--- src/hdl/ex_data_pkg.sv ---
package ex_data_pkg;

    typedef struct packed {
        logic [31:0] src_a;
        logic [31:0] src_b;
        logic [4:0]  sa;
    } ex_operands_t;

    // also the HI/LO pair
    typedef struct packed {
        logic [31:0] hi;
        logic [31:0] lo;
    } wide_result_t;

endpackage

--- src/hdl/ex_op_pkg.sv ---
package ex_op_pkg;

    typedef enum logic [4:0] {
        ALU_AND,
        ALU_OR,
        ALU_NOR,
        ALU_XOR,
        ALU_ADD,
        ALU_ADDU,
        ALU_SUB,
        ALU_SUBU,
        ALU_SLT,
        ALU_SLTU,
        ALU_SLL,
        ALU_SLL_SA,
        ALU_SRL,
        ALU_SRA,
        ALU_SRL_SA,
        ALU_SRA_SA,
        ALU_LUI,
        ALU_PASS,
        ALU_MTHI,
        ALU_MTLO,
        ALU_MULT,
        ALU_MULTU,
        ALU_DIV,
        ALU_DIVU
    } alu_op_e;

    typedef enum logic [1:0] {
        LOGIC_AND,
        LOGIC_OR,
        LOGIC_NOR,
        LOGIC_XOR
    } logic_sel_e;

    // result source inside alu_logic_shift
    typedef enum logic [1:0] {
        LS_LOGIC,
        LS_SHIFT,
        LS_LUI,
        LS_PASS
    } ls_sel_e;

    typedef enum logic [2:0] {
        RES_LS,
        RES_ARITH,
        RES_MULT,
        RES_DIV,
        RES_MTHI,
        RES_MTLO
    } res_sel_e;

    typedef struct packed {
        logic       sub_en;      // invert b, carry in
        logic       signed_op;
        logic       trap_en;     // add/sub may raise overflow
        logic       slt_en;
        ls_sel_e    ls_sel;
        logic_sel_e logic_sel;
        logic       shift_by_sa;
        logic       shift_right;
        logic       shift_arith;
    } ex_ctrl_t;

endpackage
--- src/hdl/ex_control.sv ---
`timescale 1ns/1ps

module ex_control #(
    parameter int MULT_STAGES = 4
) (
    input  logic                      clk,
    input  logic                      rst_n,
    input  ex_op_pkg::alu_op_e        alu_op,
    input  logic                      start_mul_div,
    input  logic                      flush_e,
    input  logic                      flush_exc_m,
    input  logic                      stall_m,
    input  ex_data_pkg::wide_result_t hilo,
    input  logic [31:0]               src_a,
    input  logic [31:0]               arith_res,
    input  logic [31:0]               logic_res,
    input  ex_data_pkg::wide_result_t mult_res,
    input  ex_data_pkg::wide_result_t div_res,
    input  logic                      div_done,
    output ex_op_pkg::ex_ctrl_t       ctrl,
    output logic                      mult_start,
    output logic                      mult_signed,
    output logic                      div_start,
    output logic                      div_signed,
    output logic                      div_ack,
    output ex_data_pkg::wide_result_t alu_out,
    output logic                      mul_stall,
    output logic                      div_stall
);
    localparam int CNT_W = $clog2(MULT_STAGES + 1);

    ex_op_pkg::res_sel_e res_sel;
    logic [CNT_W-1:0]    mul_cnt;
    logic                div_busy;

    always_comb begin
        ctrl = '0;
        res_sel = ex_op_pkg::RES_LS;
        case (alu_op)
            ex_op_pkg::ALU_AND: ctrl.logic_sel = ex_op_pkg::LOGIC_AND;
            ex_op_pkg::ALU_OR:  ctrl.logic_sel = ex_op_pkg::LOGIC_OR;
            ex_op_pkg::ALU_NOR: ctrl.logic_sel = ex_op_pkg::LOGIC_NOR;
            ex_op_pkg::ALU_XOR: ctrl.logic_sel = ex_op_pkg::LOGIC_XOR;
            ex_op_pkg::ALU_ADD: begin
                res_sel = ex_op_pkg::RES_ARITH;
                ctrl.trap_en = 1'b1;
            end
            ex_op_pkg::ALU_ADDU: res_sel = ex_op_pkg::RES_ARITH;
            ex_op_pkg::ALU_SUB: begin
                res_sel = ex_op_pkg::RES_ARITH;
                ctrl.sub_en = 1'b1;
                ctrl.trap_en = 1'b1;
            end
            ex_op_pkg::ALU_SUBU, ex_op_pkg::ALU_SLT, ex_op_pkg::ALU_SLTU: begin
                res_sel = ex_op_pkg::RES_ARITH;
                ctrl.sub_en = 1'b1;
                ctrl.slt_en = (alu_op != ex_op_pkg::ALU_SUBU);
                ctrl.signed_op = (alu_op == ex_op_pkg::ALU_SLT);
            end
            ex_op_pkg::ALU_SLL, ex_op_pkg::ALU_SLL_SA, ex_op_pkg::ALU_SRL,
            ex_op_pkg::ALU_SRA, ex_op_pkg::ALU_SRL_SA, ex_op_pkg::ALU_SRA_SA: begin
                ctrl.ls_sel = ex_op_pkg::LS_SHIFT;
                ctrl.shift_by_sa = alu_op inside {ex_op_pkg::ALU_SLL_SA,
                                                  ex_op_pkg::ALU_SRL_SA,
                                                  ex_op_pkg::ALU_SRA_SA};
                ctrl.shift_right = !(alu_op inside {ex_op_pkg::ALU_SLL,
                                                    ex_op_pkg::ALU_SLL_SA});
                ctrl.shift_arith = alu_op inside {ex_op_pkg::ALU_SRA,
                                                  ex_op_pkg::ALU_SRA_SA};
            end
            ex_op_pkg::ALU_LUI:  ctrl.ls_sel = ex_op_pkg::LS_LUI;
            ex_op_pkg::ALU_MTHI: res_sel = ex_op_pkg::RES_MTHI;
            ex_op_pkg::ALU_MTLO: res_sel = ex_op_pkg::RES_MTLO;
            ex_op_pkg::ALU_MULT, ex_op_pkg::ALU_MULTU: begin
                res_sel = ex_op_pkg::RES_MULT;
                ctrl.signed_op = (alu_op == ex_op_pkg::ALU_MULT);
            end
            ex_op_pkg::ALU_DIV, ex_op_pkg::ALU_DIVU: begin
                res_sel = ex_op_pkg::RES_DIV;
                ctrl.signed_op = (alu_op == ex_op_pkg::ALU_DIV);
            end
            default: ctrl.ls_sel = ex_op_pkg::LS_PASS;
        endcase
    end

    assign mult_start  = start_mul_div & ~flush_e & (res_sel == ex_op_pkg::RES_MULT);
    assign div_start   = start_mul_div & ~flush_e & (res_sel == ex_op_pkg::RES_DIV);
    assign mult_signed = ctrl.signed_op;
    assign div_signed  = ctrl.signed_op;
    assign div_ack     = div_done & ~stall_m;

    always_ff @(posedge clk or negedge rst_n) begin
        if (!rst_n) begin
            mul_cnt <= '0;
        end else if (flush_e) begin
            mul_cnt <= '0;
        end else if (mult_start) begin
            mul_cnt <= CNT_W'(1);
        end else if (mul_cnt == CNT_W'(MULT_STAGES - 1)) begin
            mul_cnt <= '0;               // product lands next cycle
        end else if (mul_cnt != '0) begin
            mul_cnt <= mul_cnt + CNT_W'(1);
        end
    end

    always_ff @(posedge clk or negedge rst_n) begin
        if (!rst_n) begin
            div_busy <= 1'b0;
        end else if (flush_e || div_ack) begin
            div_busy <= 1'b0;
        end else if (div_start) begin
            div_busy <= 1'b1;
        end
    end

    assign mul_stall = (mult_start | (mul_cnt != '0)) & ~flush_exc_m;
    assign div_stall = (div_start | div_busy) & ~div_done & ~flush_exc_m;

    always_comb begin
        case (res_sel)
            ex_op_pkg::RES_ARITH: begin
                alu_out.hi = '0;
                alu_out.lo = arith_res;
            end
            ex_op_pkg::RES_MULT: alu_out = mult_res;
            ex_op_pkg::RES_DIV:  alu_out = div_res;
            ex_op_pkg::RES_MTHI: begin
                alu_out.hi = src_a;
                alu_out.lo = hilo.lo;
            end
            ex_op_pkg::RES_MTLO: begin
                alu_out.hi = hilo.hi;
                alu_out.lo = src_a;
            end
            default: begin
                alu_out.hi = '0;
                alu_out.lo = logic_res;
            end
        endcase
    end

endmodule

--- config.mk ---
export PLATFORM = sky130hd
export DESIGN_NAME = ex_control
export DESIGN_NICKNAME = d
export VERILOG_FILES = /design/src/hdl/ex_data_pkg.sv /design/src/hdl/ex_op_pkg.sv /design/src/hdl/ex_control.sv
export SDC_FILE = /design/constraint.sdc
export NUM_CORES = 1
export LEC_CHECK = 0
export ABC_AREA = 0
export ABC_CLOCK_PERIOD_IN_PS = 3500
export BUFFER_PORTS_ARGS = -buffer_cell sky130_fd_sc_hd__buf_4
export CAP_MARGIN = 20
export CELL_PAD_IN_SITES_DETAIL_PLACEMENT = 2
export CELL_PAD_IN_SITES_GLOBAL_PLACEMENT = 2
export CORE_AREA = 3 3 149 151
export CTS_BUF_LIST = sky130_fd_sc_hd__clkbuf_16
export DETAILED_ROUTE_END_ITERATION = 6
export DIE_AREA = 0 0 152 154
export PLACE_DENSITY_LB_ADDON = 0.1
export SYNTH_ARGS = -nofsm -noshare
export SYNTH_HDL_FRONTEND = slang
export SYNTH_SLANG_ARGS = --single-unit
--- constraint.sdc ---
create_clock -name clk -period 3.5 [get_ports clk]
set_clock_uncertainty 0.15 [all_clocks]
set_input_delay 0.525 -clock clk [delete_from_list [all_inputs] [get_ports clk]]
set_output_delay 0.525 -clock clk [all_outputs]
set_load 0.02 [all_outputs]
# Yosys cells after proc, flatten, opt, wreduce, memory -nomap -nowiden
# Index checks and enable logic that the tools add are counted.
# word_totals
in_bits	300
out_inout_bits	82
regBits	4
elab_cells	77
# classes
n_reduce_logical	17
muxes	15
add_sub_neg	1
eq_ne	29
bitwise	13
# op_table
operator	count
64-bit one-hot mux with 5 select lines	1
5-bit by 4-bit equality test with 1-bit output (second input constant)	8
5-bit equality test (second input constant)	7
5-bit by 3-bit equality test with 1-bit output (second input constant)	4
16-bit OR reduction	1
3-bit two-way mux	5
3-bit one-hot mux with 5 select lines	1
2-bit one-hot mux with 3 select lines	2
6-bit OR reduction	2
5-bit by 2-bit equality test with 1-bit output (second input constant)	2
3-bit by 2-bit equality test with 1-bit output (second input constant)	3
1-bit AND	7
3-bit equality test (second input constant)	2
2-bit nonzero test	3
3-bit nonzero test	2
2-bit OR reduction	3
5-bit by 1-bit equality test with 1-bit output (second input constant)	1
5-bit logical NOT	1
1-bit two-way mux	5
5-bit by 3-bit != test with 1-bit output (second input constant)	1
1-bit NOT	4
4-bit nonzero test	1
4-bit OR reduction	1
3-bit by 1-bit adder with 3-bit output (second input constant)	1
6 further kinds	7

# Longest topological paths before layout
# Gate-level depths: netlist of the first run.
# depth
ltp_word	8
depth_mapped	7

# Least setup slack after synthesis of the first run
# OpenSTA, ideal clock, no wires.
# synth_path
path_kind	input-to-output
startpoint	in alu_op[3]
endpoint	out ctrl[9] (netlist name)
stages	5
arrival_time_ns	2.108
setup_slack_ns	0.717
cell_sequence	buf_2 -> or4b_4 -> clkbuf_1 -> a21oi_1 -> buf_4
# synth_via
elab_chain_cells	3
# synth_rtl
item	line	source
start, declared	ex_control.sv:8	input ex_op_pkg::alu_op_e alu_op,
5-bit by 4-bit equality test with 1-bit output (tied with other cells)	ex_control.sv:39, ex_control.sv:58	
3-bit OR reduction or 2-bit OR reduction (tied branches)	n/a	
1-bit one-hot mux with 3 select lines (*)	ex_control.sv:39	case (alu_op)
end, declared	ex_control.sv:20	output ex_op_pkg::ex_ctrl_t ctrl,
# Mark *: on every way between the ends. The rest lies on a longest branch, timed or not.

==> summary.txt, run 1 <==
Status
  • Outcome: completed

Hold path
  • Hold path cells: 2
  • Hold Path Origin: flush_e
  • Worst Hold Class: input pin to flop

STA
  • Pins Over Slew Limit: 0
  • Fin crit share: 87.5%
  • Final Critical Period: 3060 ps
  • Final TNS setup: 0 ps
  • Unrepaired setup endpoints after global routing: false
  • Post-route setup slack: 436 ps
  • Rel. slew slack: 56.7%
  • Least-Margin Pin Slew: 650 ps
  • Max Fclk: 326 MHz
  • Setup Viol. Count Final: 0
  • Final Hold Viols: 0

Setup path
  • R2R setup slack: 1840 ps
  • CP most frequent cell: buf_4
  • Largest stage delay, worst path: 670 ps
  • Buffers and inverters on the worst path: 3
  • Cell family with most CP delay: simple AND/OR/NAND/NOR gates
  • Crit path capture: alu_out[31]
  • Critical path cell sequence: buf_4 > or4b_4 > o21ai_4 > buf_16 > nor2_1 > a31oi_1 > buf_4
  • Setup CP Type: input pin to primary output
  • CP max stage cell: or4b_4
  • Crit. End Element: primary output
  • R2R depth: 5
  • CP Depth: 7
  • Reg-to-Reg End: mul_cnt[1]
  • Launching point of the worst reg2reg path: mul_cnt[0]
  • Worst Setup Start Kind: input pin
  • Worst Setup SP: alu_op[4]
  • Max Fanout on Critical Path: 21
  • CP Data Required Time: 2820 ps
  • Crit path DAT: 2390 ps

Finish
  • Finished Layout Cells: 1064
  • Final Cell Area: 5980 µm²
  • # fillers: 2515
  • Fin nets: 1092
  • Layout cell share with drive strength beyond 1: 52.0%
  • Area Overhead vs Synth: 116%

Die
  • Core area: 21000 µm²
  • Overall die area: 23400 µm²
  • FP Rows: 53
  • # IOs: 382
  • Die H: 154 µm
  • Starting Density: 13.2%
  • Chip width: 152 µm

Clock tree
  • TritonCTS clock tree: built
  • CTS root buffer: clkbuf_16
  • H-tree level count: 1
  • Post-cts resize count: 0
  • Reg clk slew, reported paths: 30 ps
  • CTS buffer count: 3
  • Max clock buf depth: 2
  • Clock Sink Count: 4
  • Insertion delay to the later sink of the worst-skew pair: 230 ps

Synthesis
  • Synth Area in Compound Gates: 48.0%
  • Mapped Cells: 438
  • YS warnings: 0
  • Mapped Area: 2770 µm²
  • Mapped Nets: 740
  • Post-synthesis mux area share: 14.5%
  • #FFs+latches synth: 4
  • Seq/Total Area, Yosys: 3.61%
  • Post-synthesis adder-cell area fraction: 0.903%
  • Synth unique cells: 41
  • Main combinational cell family by area after synthesis: compound AO/OA/AOI/OAI gates
  • Synth Area in XOR/XNOR: 0%
  • Post-Synth Simple-Gate Area: 19.3%
  • Post-Syn Area per Cell: 6.32 µm²

GRT
  • Number of global-route vias before repair: 5838
  • Pin count of the biggest net entering global routing: 51
  • Global-route wire length before repair: 36500 µm
  • Initial antenna violation count: 1
  • Grt ovf: 0
  • GRT Util Overall: 19.7%

Place
  • Dpl cell area: 5890 µm²
  • Final weighted congestion in routability-driven placement: 0.846
  • Port buffer count: 381
  • Worst slack at placement: 423 ps
  • Post-DP HPWL: 20200 µm
  • Placed insts: 1059

Detailed routing
  • DRT Pass-1 Iters: 7
  • Residual DRC count: 0
  • DR WL/cell: 23.1 µm
  • 1st-iter DRT viols: 259
  • Total number of vias: 5100
  • Detailed Route WL: 24500 µm
  • Via/cell ratio: 4.79
  • Antenna Nets Post-Route: 0

Pwr
  • Pwr Density: 179 nW/µm²
  • Leakage power: 3.00 nW
  • Largest vdd supply drop: 104 µV

Run
  • # Max-Cap Violations: 0
[synth_stat cells]
master	instances	share of area [%]
clkbuf_2	2	0.36
o21a_4	1	0.54
and3_1	1	0.23
a221oi_1	5	1.6
nand3b_4	1	0.72
nor2_1	42	5.7
nor4b_1	2	0.63
and2_1	2	0.45
o211a_1	1	0.36
nand2_1	30	4.1
or4b_4	1	0.50
o21ai_0	59	11
o21ai_2	1	0.32
clkbuf_1	25	3.4
o311ai_0	4	1.3
inv_1	30	4.1
o21a_1	2	0.54
mux2i_1	40	14
a22oi_1	33	8.9
dfrtp_1	4	3.6
or3b_1	1	0.32
buf_1	1	0.14
buf_2	14	2.5
a21oi_1	39	7.0
and4b_1	1	0.36
or3b_2	1	0.32
nor3_2	1	0.36
o22ai_1	4	0.90
ha_1	2	0.90
buf_6	4	1.6
nor4_1	1	0.23
a31oi_1	26	5.9
nor3b_1	3	0.81
buf_4	6	1.6
nand2b_1	4	0.90
nor3_1	4	0.72
nor2b_1	10	2.3
nor2_2	2	0.45
o21ai_4	1	0.59
a222oi_1	26	9.4
nand3b_1	1	0.27
[worst min path at each step]
stage | endpoint
floorplan | div_busy
global placement | div_busy
detailed placement | mul_cnt[0]
CTS | mul_cnt[0]
global route | mul_cnt[0]
finish | mul_cnt[0]
[flip-flops by register name, summed over array words and instances (netlist names)]
register	count
div_busy	1
mul_cnt	3
[layout by cell type (no fill, tap or decap), types with 3 or more instances in the layout]
cell type and n:
buf_4 395, o21ai_0 59, nor2_1 42, mux2i_1 40, a21oi_1 39, a22oi_1 33, inv_1 30, nand2_1 30
a31oi_1 26, a222oi_1 26, nor2b_1 10, a221oi_1 5, nand2b_1 4, nor3_1 4, o311ai_0 4, o22ai_1 4
dfrtp_1 4, nor3b_1 3, clkbuf_16 3
[worst register-to-register path: cells and delay by family, from the launching register on]
kind,cells,cell delay [ps]
AND/OR/NAND/NOR,2,430
flip-flops,1,380
multiplexers,1,250
adder cells (fa/ha/maj),1,200
buffers and inverters,1,110
[layout make-up]
| cell class | count | area, µm² | share of cell area, % |
|---|---|---|---|
| Clock buffer | 3 | 75.1 | 1.26 |
| Timing Repair Buffer | 399 | 3040 | 50.9 |
| Antenna cell | 1 | 2.50 | 0.0419 |
| Sequential cell | 4 | 100 | 1.67 |
| Inverter | 30 | 113 | 1.88 |
| Tap cell | 275 | 344 | 5.76 |
| Multi-Input combinational cell | 352 | 2300 | 38.5 |
[routing by layer]
metal	vias up	global-route usage, %	wire length [µm]
li1	2368	-	-
met1	2482	22.9	9650
met2	238	37.3	12800
met3	12	5.32	1870
met4	0	1.88	207
met5	-	0	0
[power by group]
part	switching (W)	internal (W)
combinational	0.000398	0.000428
sequential	0.00000566	0.0000539
clock	0.0000358	0.000146
total	0.000439	0.000628
[cells by family after synthesis]
kind of cell,count (synthesis)
mux,40
compound gates,202
simple gates,108
flops,4
buf+inv,82
fa+ha+maj,2
[what timing repair did]
item	4_1_cts	5_1_grt
endpoints found under the hold margin	4	0
hold buffers	1	0
buffers inserted	0	0
[stage by stage]
stage          total power (W)  hold WS [ps]  util (%)
2_1_floorplan         0.000410          79.4         -
3_3_place_gp          0.000867           174      28.0
3_5_place_dp          0.000894           180      28.1
4_1_cts                0.00108           354      28.5
5_1_grt                0.00115           368      28.5
6_report               0.00107           352      28.5
Power figures use the tool's default switching activity.
==> run 2, diff against run 1 <==
--- a/config.mk
+++ b/config.mk
@@ -5,16 +5,16 @@
 export SDC_FILE = /design/constraint.sdc
 export NUM_CORES = 1
 export LEC_CHECK = 0
-export ABC_AREA = 0
+export ABC_AREA = 1
 export ABC_CLOCK_PERIOD_IN_PS = 3500
 export BUFFER_PORTS_ARGS = -buffer_cell sky130_fd_sc_hd__buf_4
 export CAP_MARGIN = 20
 export CELL_PAD_IN_SITES_DETAIL_PLACEMENT = 2
 export CELL_PAD_IN_SITES_GLOBAL_PLACEMENT = 2
-export CORE_AREA = 3 3 149 151
+export CORE_MARGIN = 3
+export CORE_UTILIZATION = 14
 export CTS_BUF_LIST = sky130_fd_sc_hd__clkbuf_16
 export DETAILED_ROUTE_END_ITERATION = 6
-export DIE_AREA = 0 0 152 154
 export PLACE_DENSITY_LB_ADDON = 0.1
 export SYNTH_ARGS = -nofsm -noshare
 export SYNTH_HDL_FRONTEND = slang
==> run 2 against run 1 <==
Wire length grew 14%. Combinational power grew 6.9%. Clock power is essentially flat. Sequential cell count is the same. Design area grew 9.6%. Largest cell class unchanged. Highest routed layer is now met5.
==> summary.txt, run 2 <==
Synthesis
  • Mapped Cells: 634
  • Post-Syn Area per Cell: 5.14 µm²
  • Mapped Area: 3260 µm²
  • Post-synth EDFFs: 0
  • Seq/Total Area, Yosys: 3.07%
  • Most used DFF post-synth: dfrtp_1
  • Top cell type's share of synthesized area: 37.6%
  • YS warnings: 0
  • Cell taking the most area after synthesis: nand4_1
  • Synth top cells by count: nand4_1, nand2_1, nand3_1
  • Synth unique cells: 25
  • #FFs+latches synth: 4
  • Synth area leaders: nand4_1, nand3_1, nand2_1, inv_1, o21ai_0
  • Async SR Flop Fraction: 100%
  • Mapped Nets: 936
  • Count leader, synth: nand4_1

Clock tree
  • Clock Sink Count: 4
  • H-tree level count: 1
  • Insertion delay to the later sink of the worst-skew pair: 230 ps
  • TritonCTS clock tree: built
  • Reg clk slew, reported paths: 30 ps
  • Setup Buffers After CTS: 0
  • Max clock buf depth: 2
  • CTS buffer count: 3
  • Post-cts resize count: 0
  • CTS root buffer: clkbuf_16

Setup path
  • Setup CP Type: input pin to primary output
  • Worst Setup SP: alu_op[4]
  • Crit. End Element: primary output
  • Worst Setup Start Kind: input pin
  • Launching point of the worst reg2reg path: mul_cnt[0]
  • CP Data Required Time: 2820 ps
  • R2R setup slack: 2160 ps
  • Max Fanout on Critical Path: 76
  • Crit path DAT: 2260 ps

Die
  • Chip width: 159 µm
  • FP Rows: 55
  • Core area: 22800 µm²
  • Overall die area: 25100 µm²
  • Die H: 159 µm
  • Starting Density: 14.3%
  • # IOs: 382

Hold path
  • Hold Path Origin: flush_e
  • Worst Hold Class: input pin to flop

Finish
  • Most frequent cells in the layout: buf_4, nand4_1, nand2_1
  • Area Overhead vs Synth: 101%
  • Finished Layout Cells: 1278
  • Layout cell share with drive strength beyond 1: 43.2%
  • Commonest non-fill, non-tap cell in the layout: buf_4
  • Largest register FFs: 3
  • N_diodes: 0
  • Fin nets: 1269
  • Largest reg by FF count: mul_cnt
  • Final Cell Area: 6550 µm²
  • Biggest registers after layout: mul_cnt: 3 flops, div_busy: 1 flops

Detailed routing
  • Residual DRC count: 0
  • Antenna Nets Post-Route: 0
  • Total number of vias: 6112
  • Detailed Route WL: 27900 µm
  • DRT Pass-1 Iters: 4
  • Via/cell ratio: 4.78
  • 1st-iter DRT viols: 272
  • DR WL/cell: 21.8 µm

Place
  • Placed insts: 1274
  • Dpl cell area: 6470 µm²
  • Post-DP HPWL: 22800 µm
  • Port buffer count: 381
  • Final weighted congestion in routability-driven placement: 0.780

Pwr
  • Pwr Density: 173 nW/µm²
  • Leakage power: 3.30 nW
  • Pwr Total: 0.00113 W
  • Largest vdd supply drop: 88.0 µV

GRT
  • Pin count of the biggest net entering global routing: 77
  • Global-route wire length before repair: 39600 µm
  • GRT Util Overall: 20.5%
  • Initial antenna violation count: 1
  • Grt ovf: 0
  • Number of global-route vias before repair: 6346

STA
  • Setup Viol. Count Final: 0
  • WHS: 350 ps
  • Fin crit share: 84.0%
  • Least-Margin Pin Slew: 835 ps
  • Max Fclk: 340 MHz
  • Final Hold Viols: 0
  • Final TNS setup: 0 ps
  • Pins Over Slew Limit: 0
  • Final Critical Period: 2940 ps
  • Unrepaired setup endpoints after global routing: false
  • Rel. slew slack: 44.3%

Status
  • Outcome: completed

Run
  • # Max-Cap Violations: 0
[run 2: cell types whose count changed after synthesis, sizes merged, moves of 5 or more]
cell / delta
nor2b: -10
buf: +13
a222oi: -26
a21oi: -35
a31oi: -26
o21ai: -26
inv: +20
a22oi: -33
nand4: +196
nand3: +98
nand2: +84
a221oi: -5
mux2i: -40
clkbuf: +10
[run 2: per-stage QoR]
stage | util [%] | setup WS [ps]
finish | 28.8 | 561
global route | 28.8 | 426
CTS | 28.8 | 593
detailed placement | 28.4 | 596
global placement | 28.4 | 601
floorplan | - | 895
[run 2: timing repair]
action,in CTS,in global routing
hold endpoints to repair,4,0
setup endpoints to repair,0,0
hold buffers,1,0
[run 2: worst paths after layout]
| kind | to | cells past startpoint |
|---|---|---|
| min in group asynchronous | div_busy | 2 |
| hold / removal | mul_cnt[2] | 2 |
| setup reg to reg | mul_cnt[1] | 7 |
| hold reg to reg | div_busy | 2 |
| setup / recovery | alu_out[0] | 7 |
| max in group asynchronous | mul_cnt[0] | 2 |
[run 2: cells by family (layout without fill, tap and decap cells)]
logic type | after synthesis | in the layout | synth area share (%)
AOI/OAI and AO/OA | 41 | 41 | 6.72
adders and majority gates | 2 | 2 | 0.768
buffers and inverters | 125 | 456 | 16.5
DFF | 4 | 4 | 3.07
and+or+nand+nor | 462 | 462 | 72.9
[run 2: critical path: stages]
cell and delay (ps):
buf_6 250, buf_4 710, nand4_1 270, nand2_1 150
nor2_1 70, nand3_1 90, buf_4 150
[run 2: power by group]
part	switching, W	leakage, nW	internal [W]
Combinational	0.000466	3.21	0.000418
Clock	0.0000368	0.0370	0.000146
Sequential	0.0000108	0.0541	0.0000576
[run 2: final cells by class]
class,count,area (µm²)
fillers,2810,16200
repair buffers,403,3160
multi-input cells,505,2640
well taps,313,392
inverters,50,188
flip-flops and latches,4,100
clock buffers,3,75.1
[run 2: layer usage]
metal / up-vias / GRT usage, % / routed length [µm]
li1: 2995 / - / -
met1: 2834 / 26.4 / 11800
met5: - / 0 / 8
met3: 19 / 5.35 / 2530
met4: 2 / 3.03 / 364
met2: 262 / 35.2 / 13200
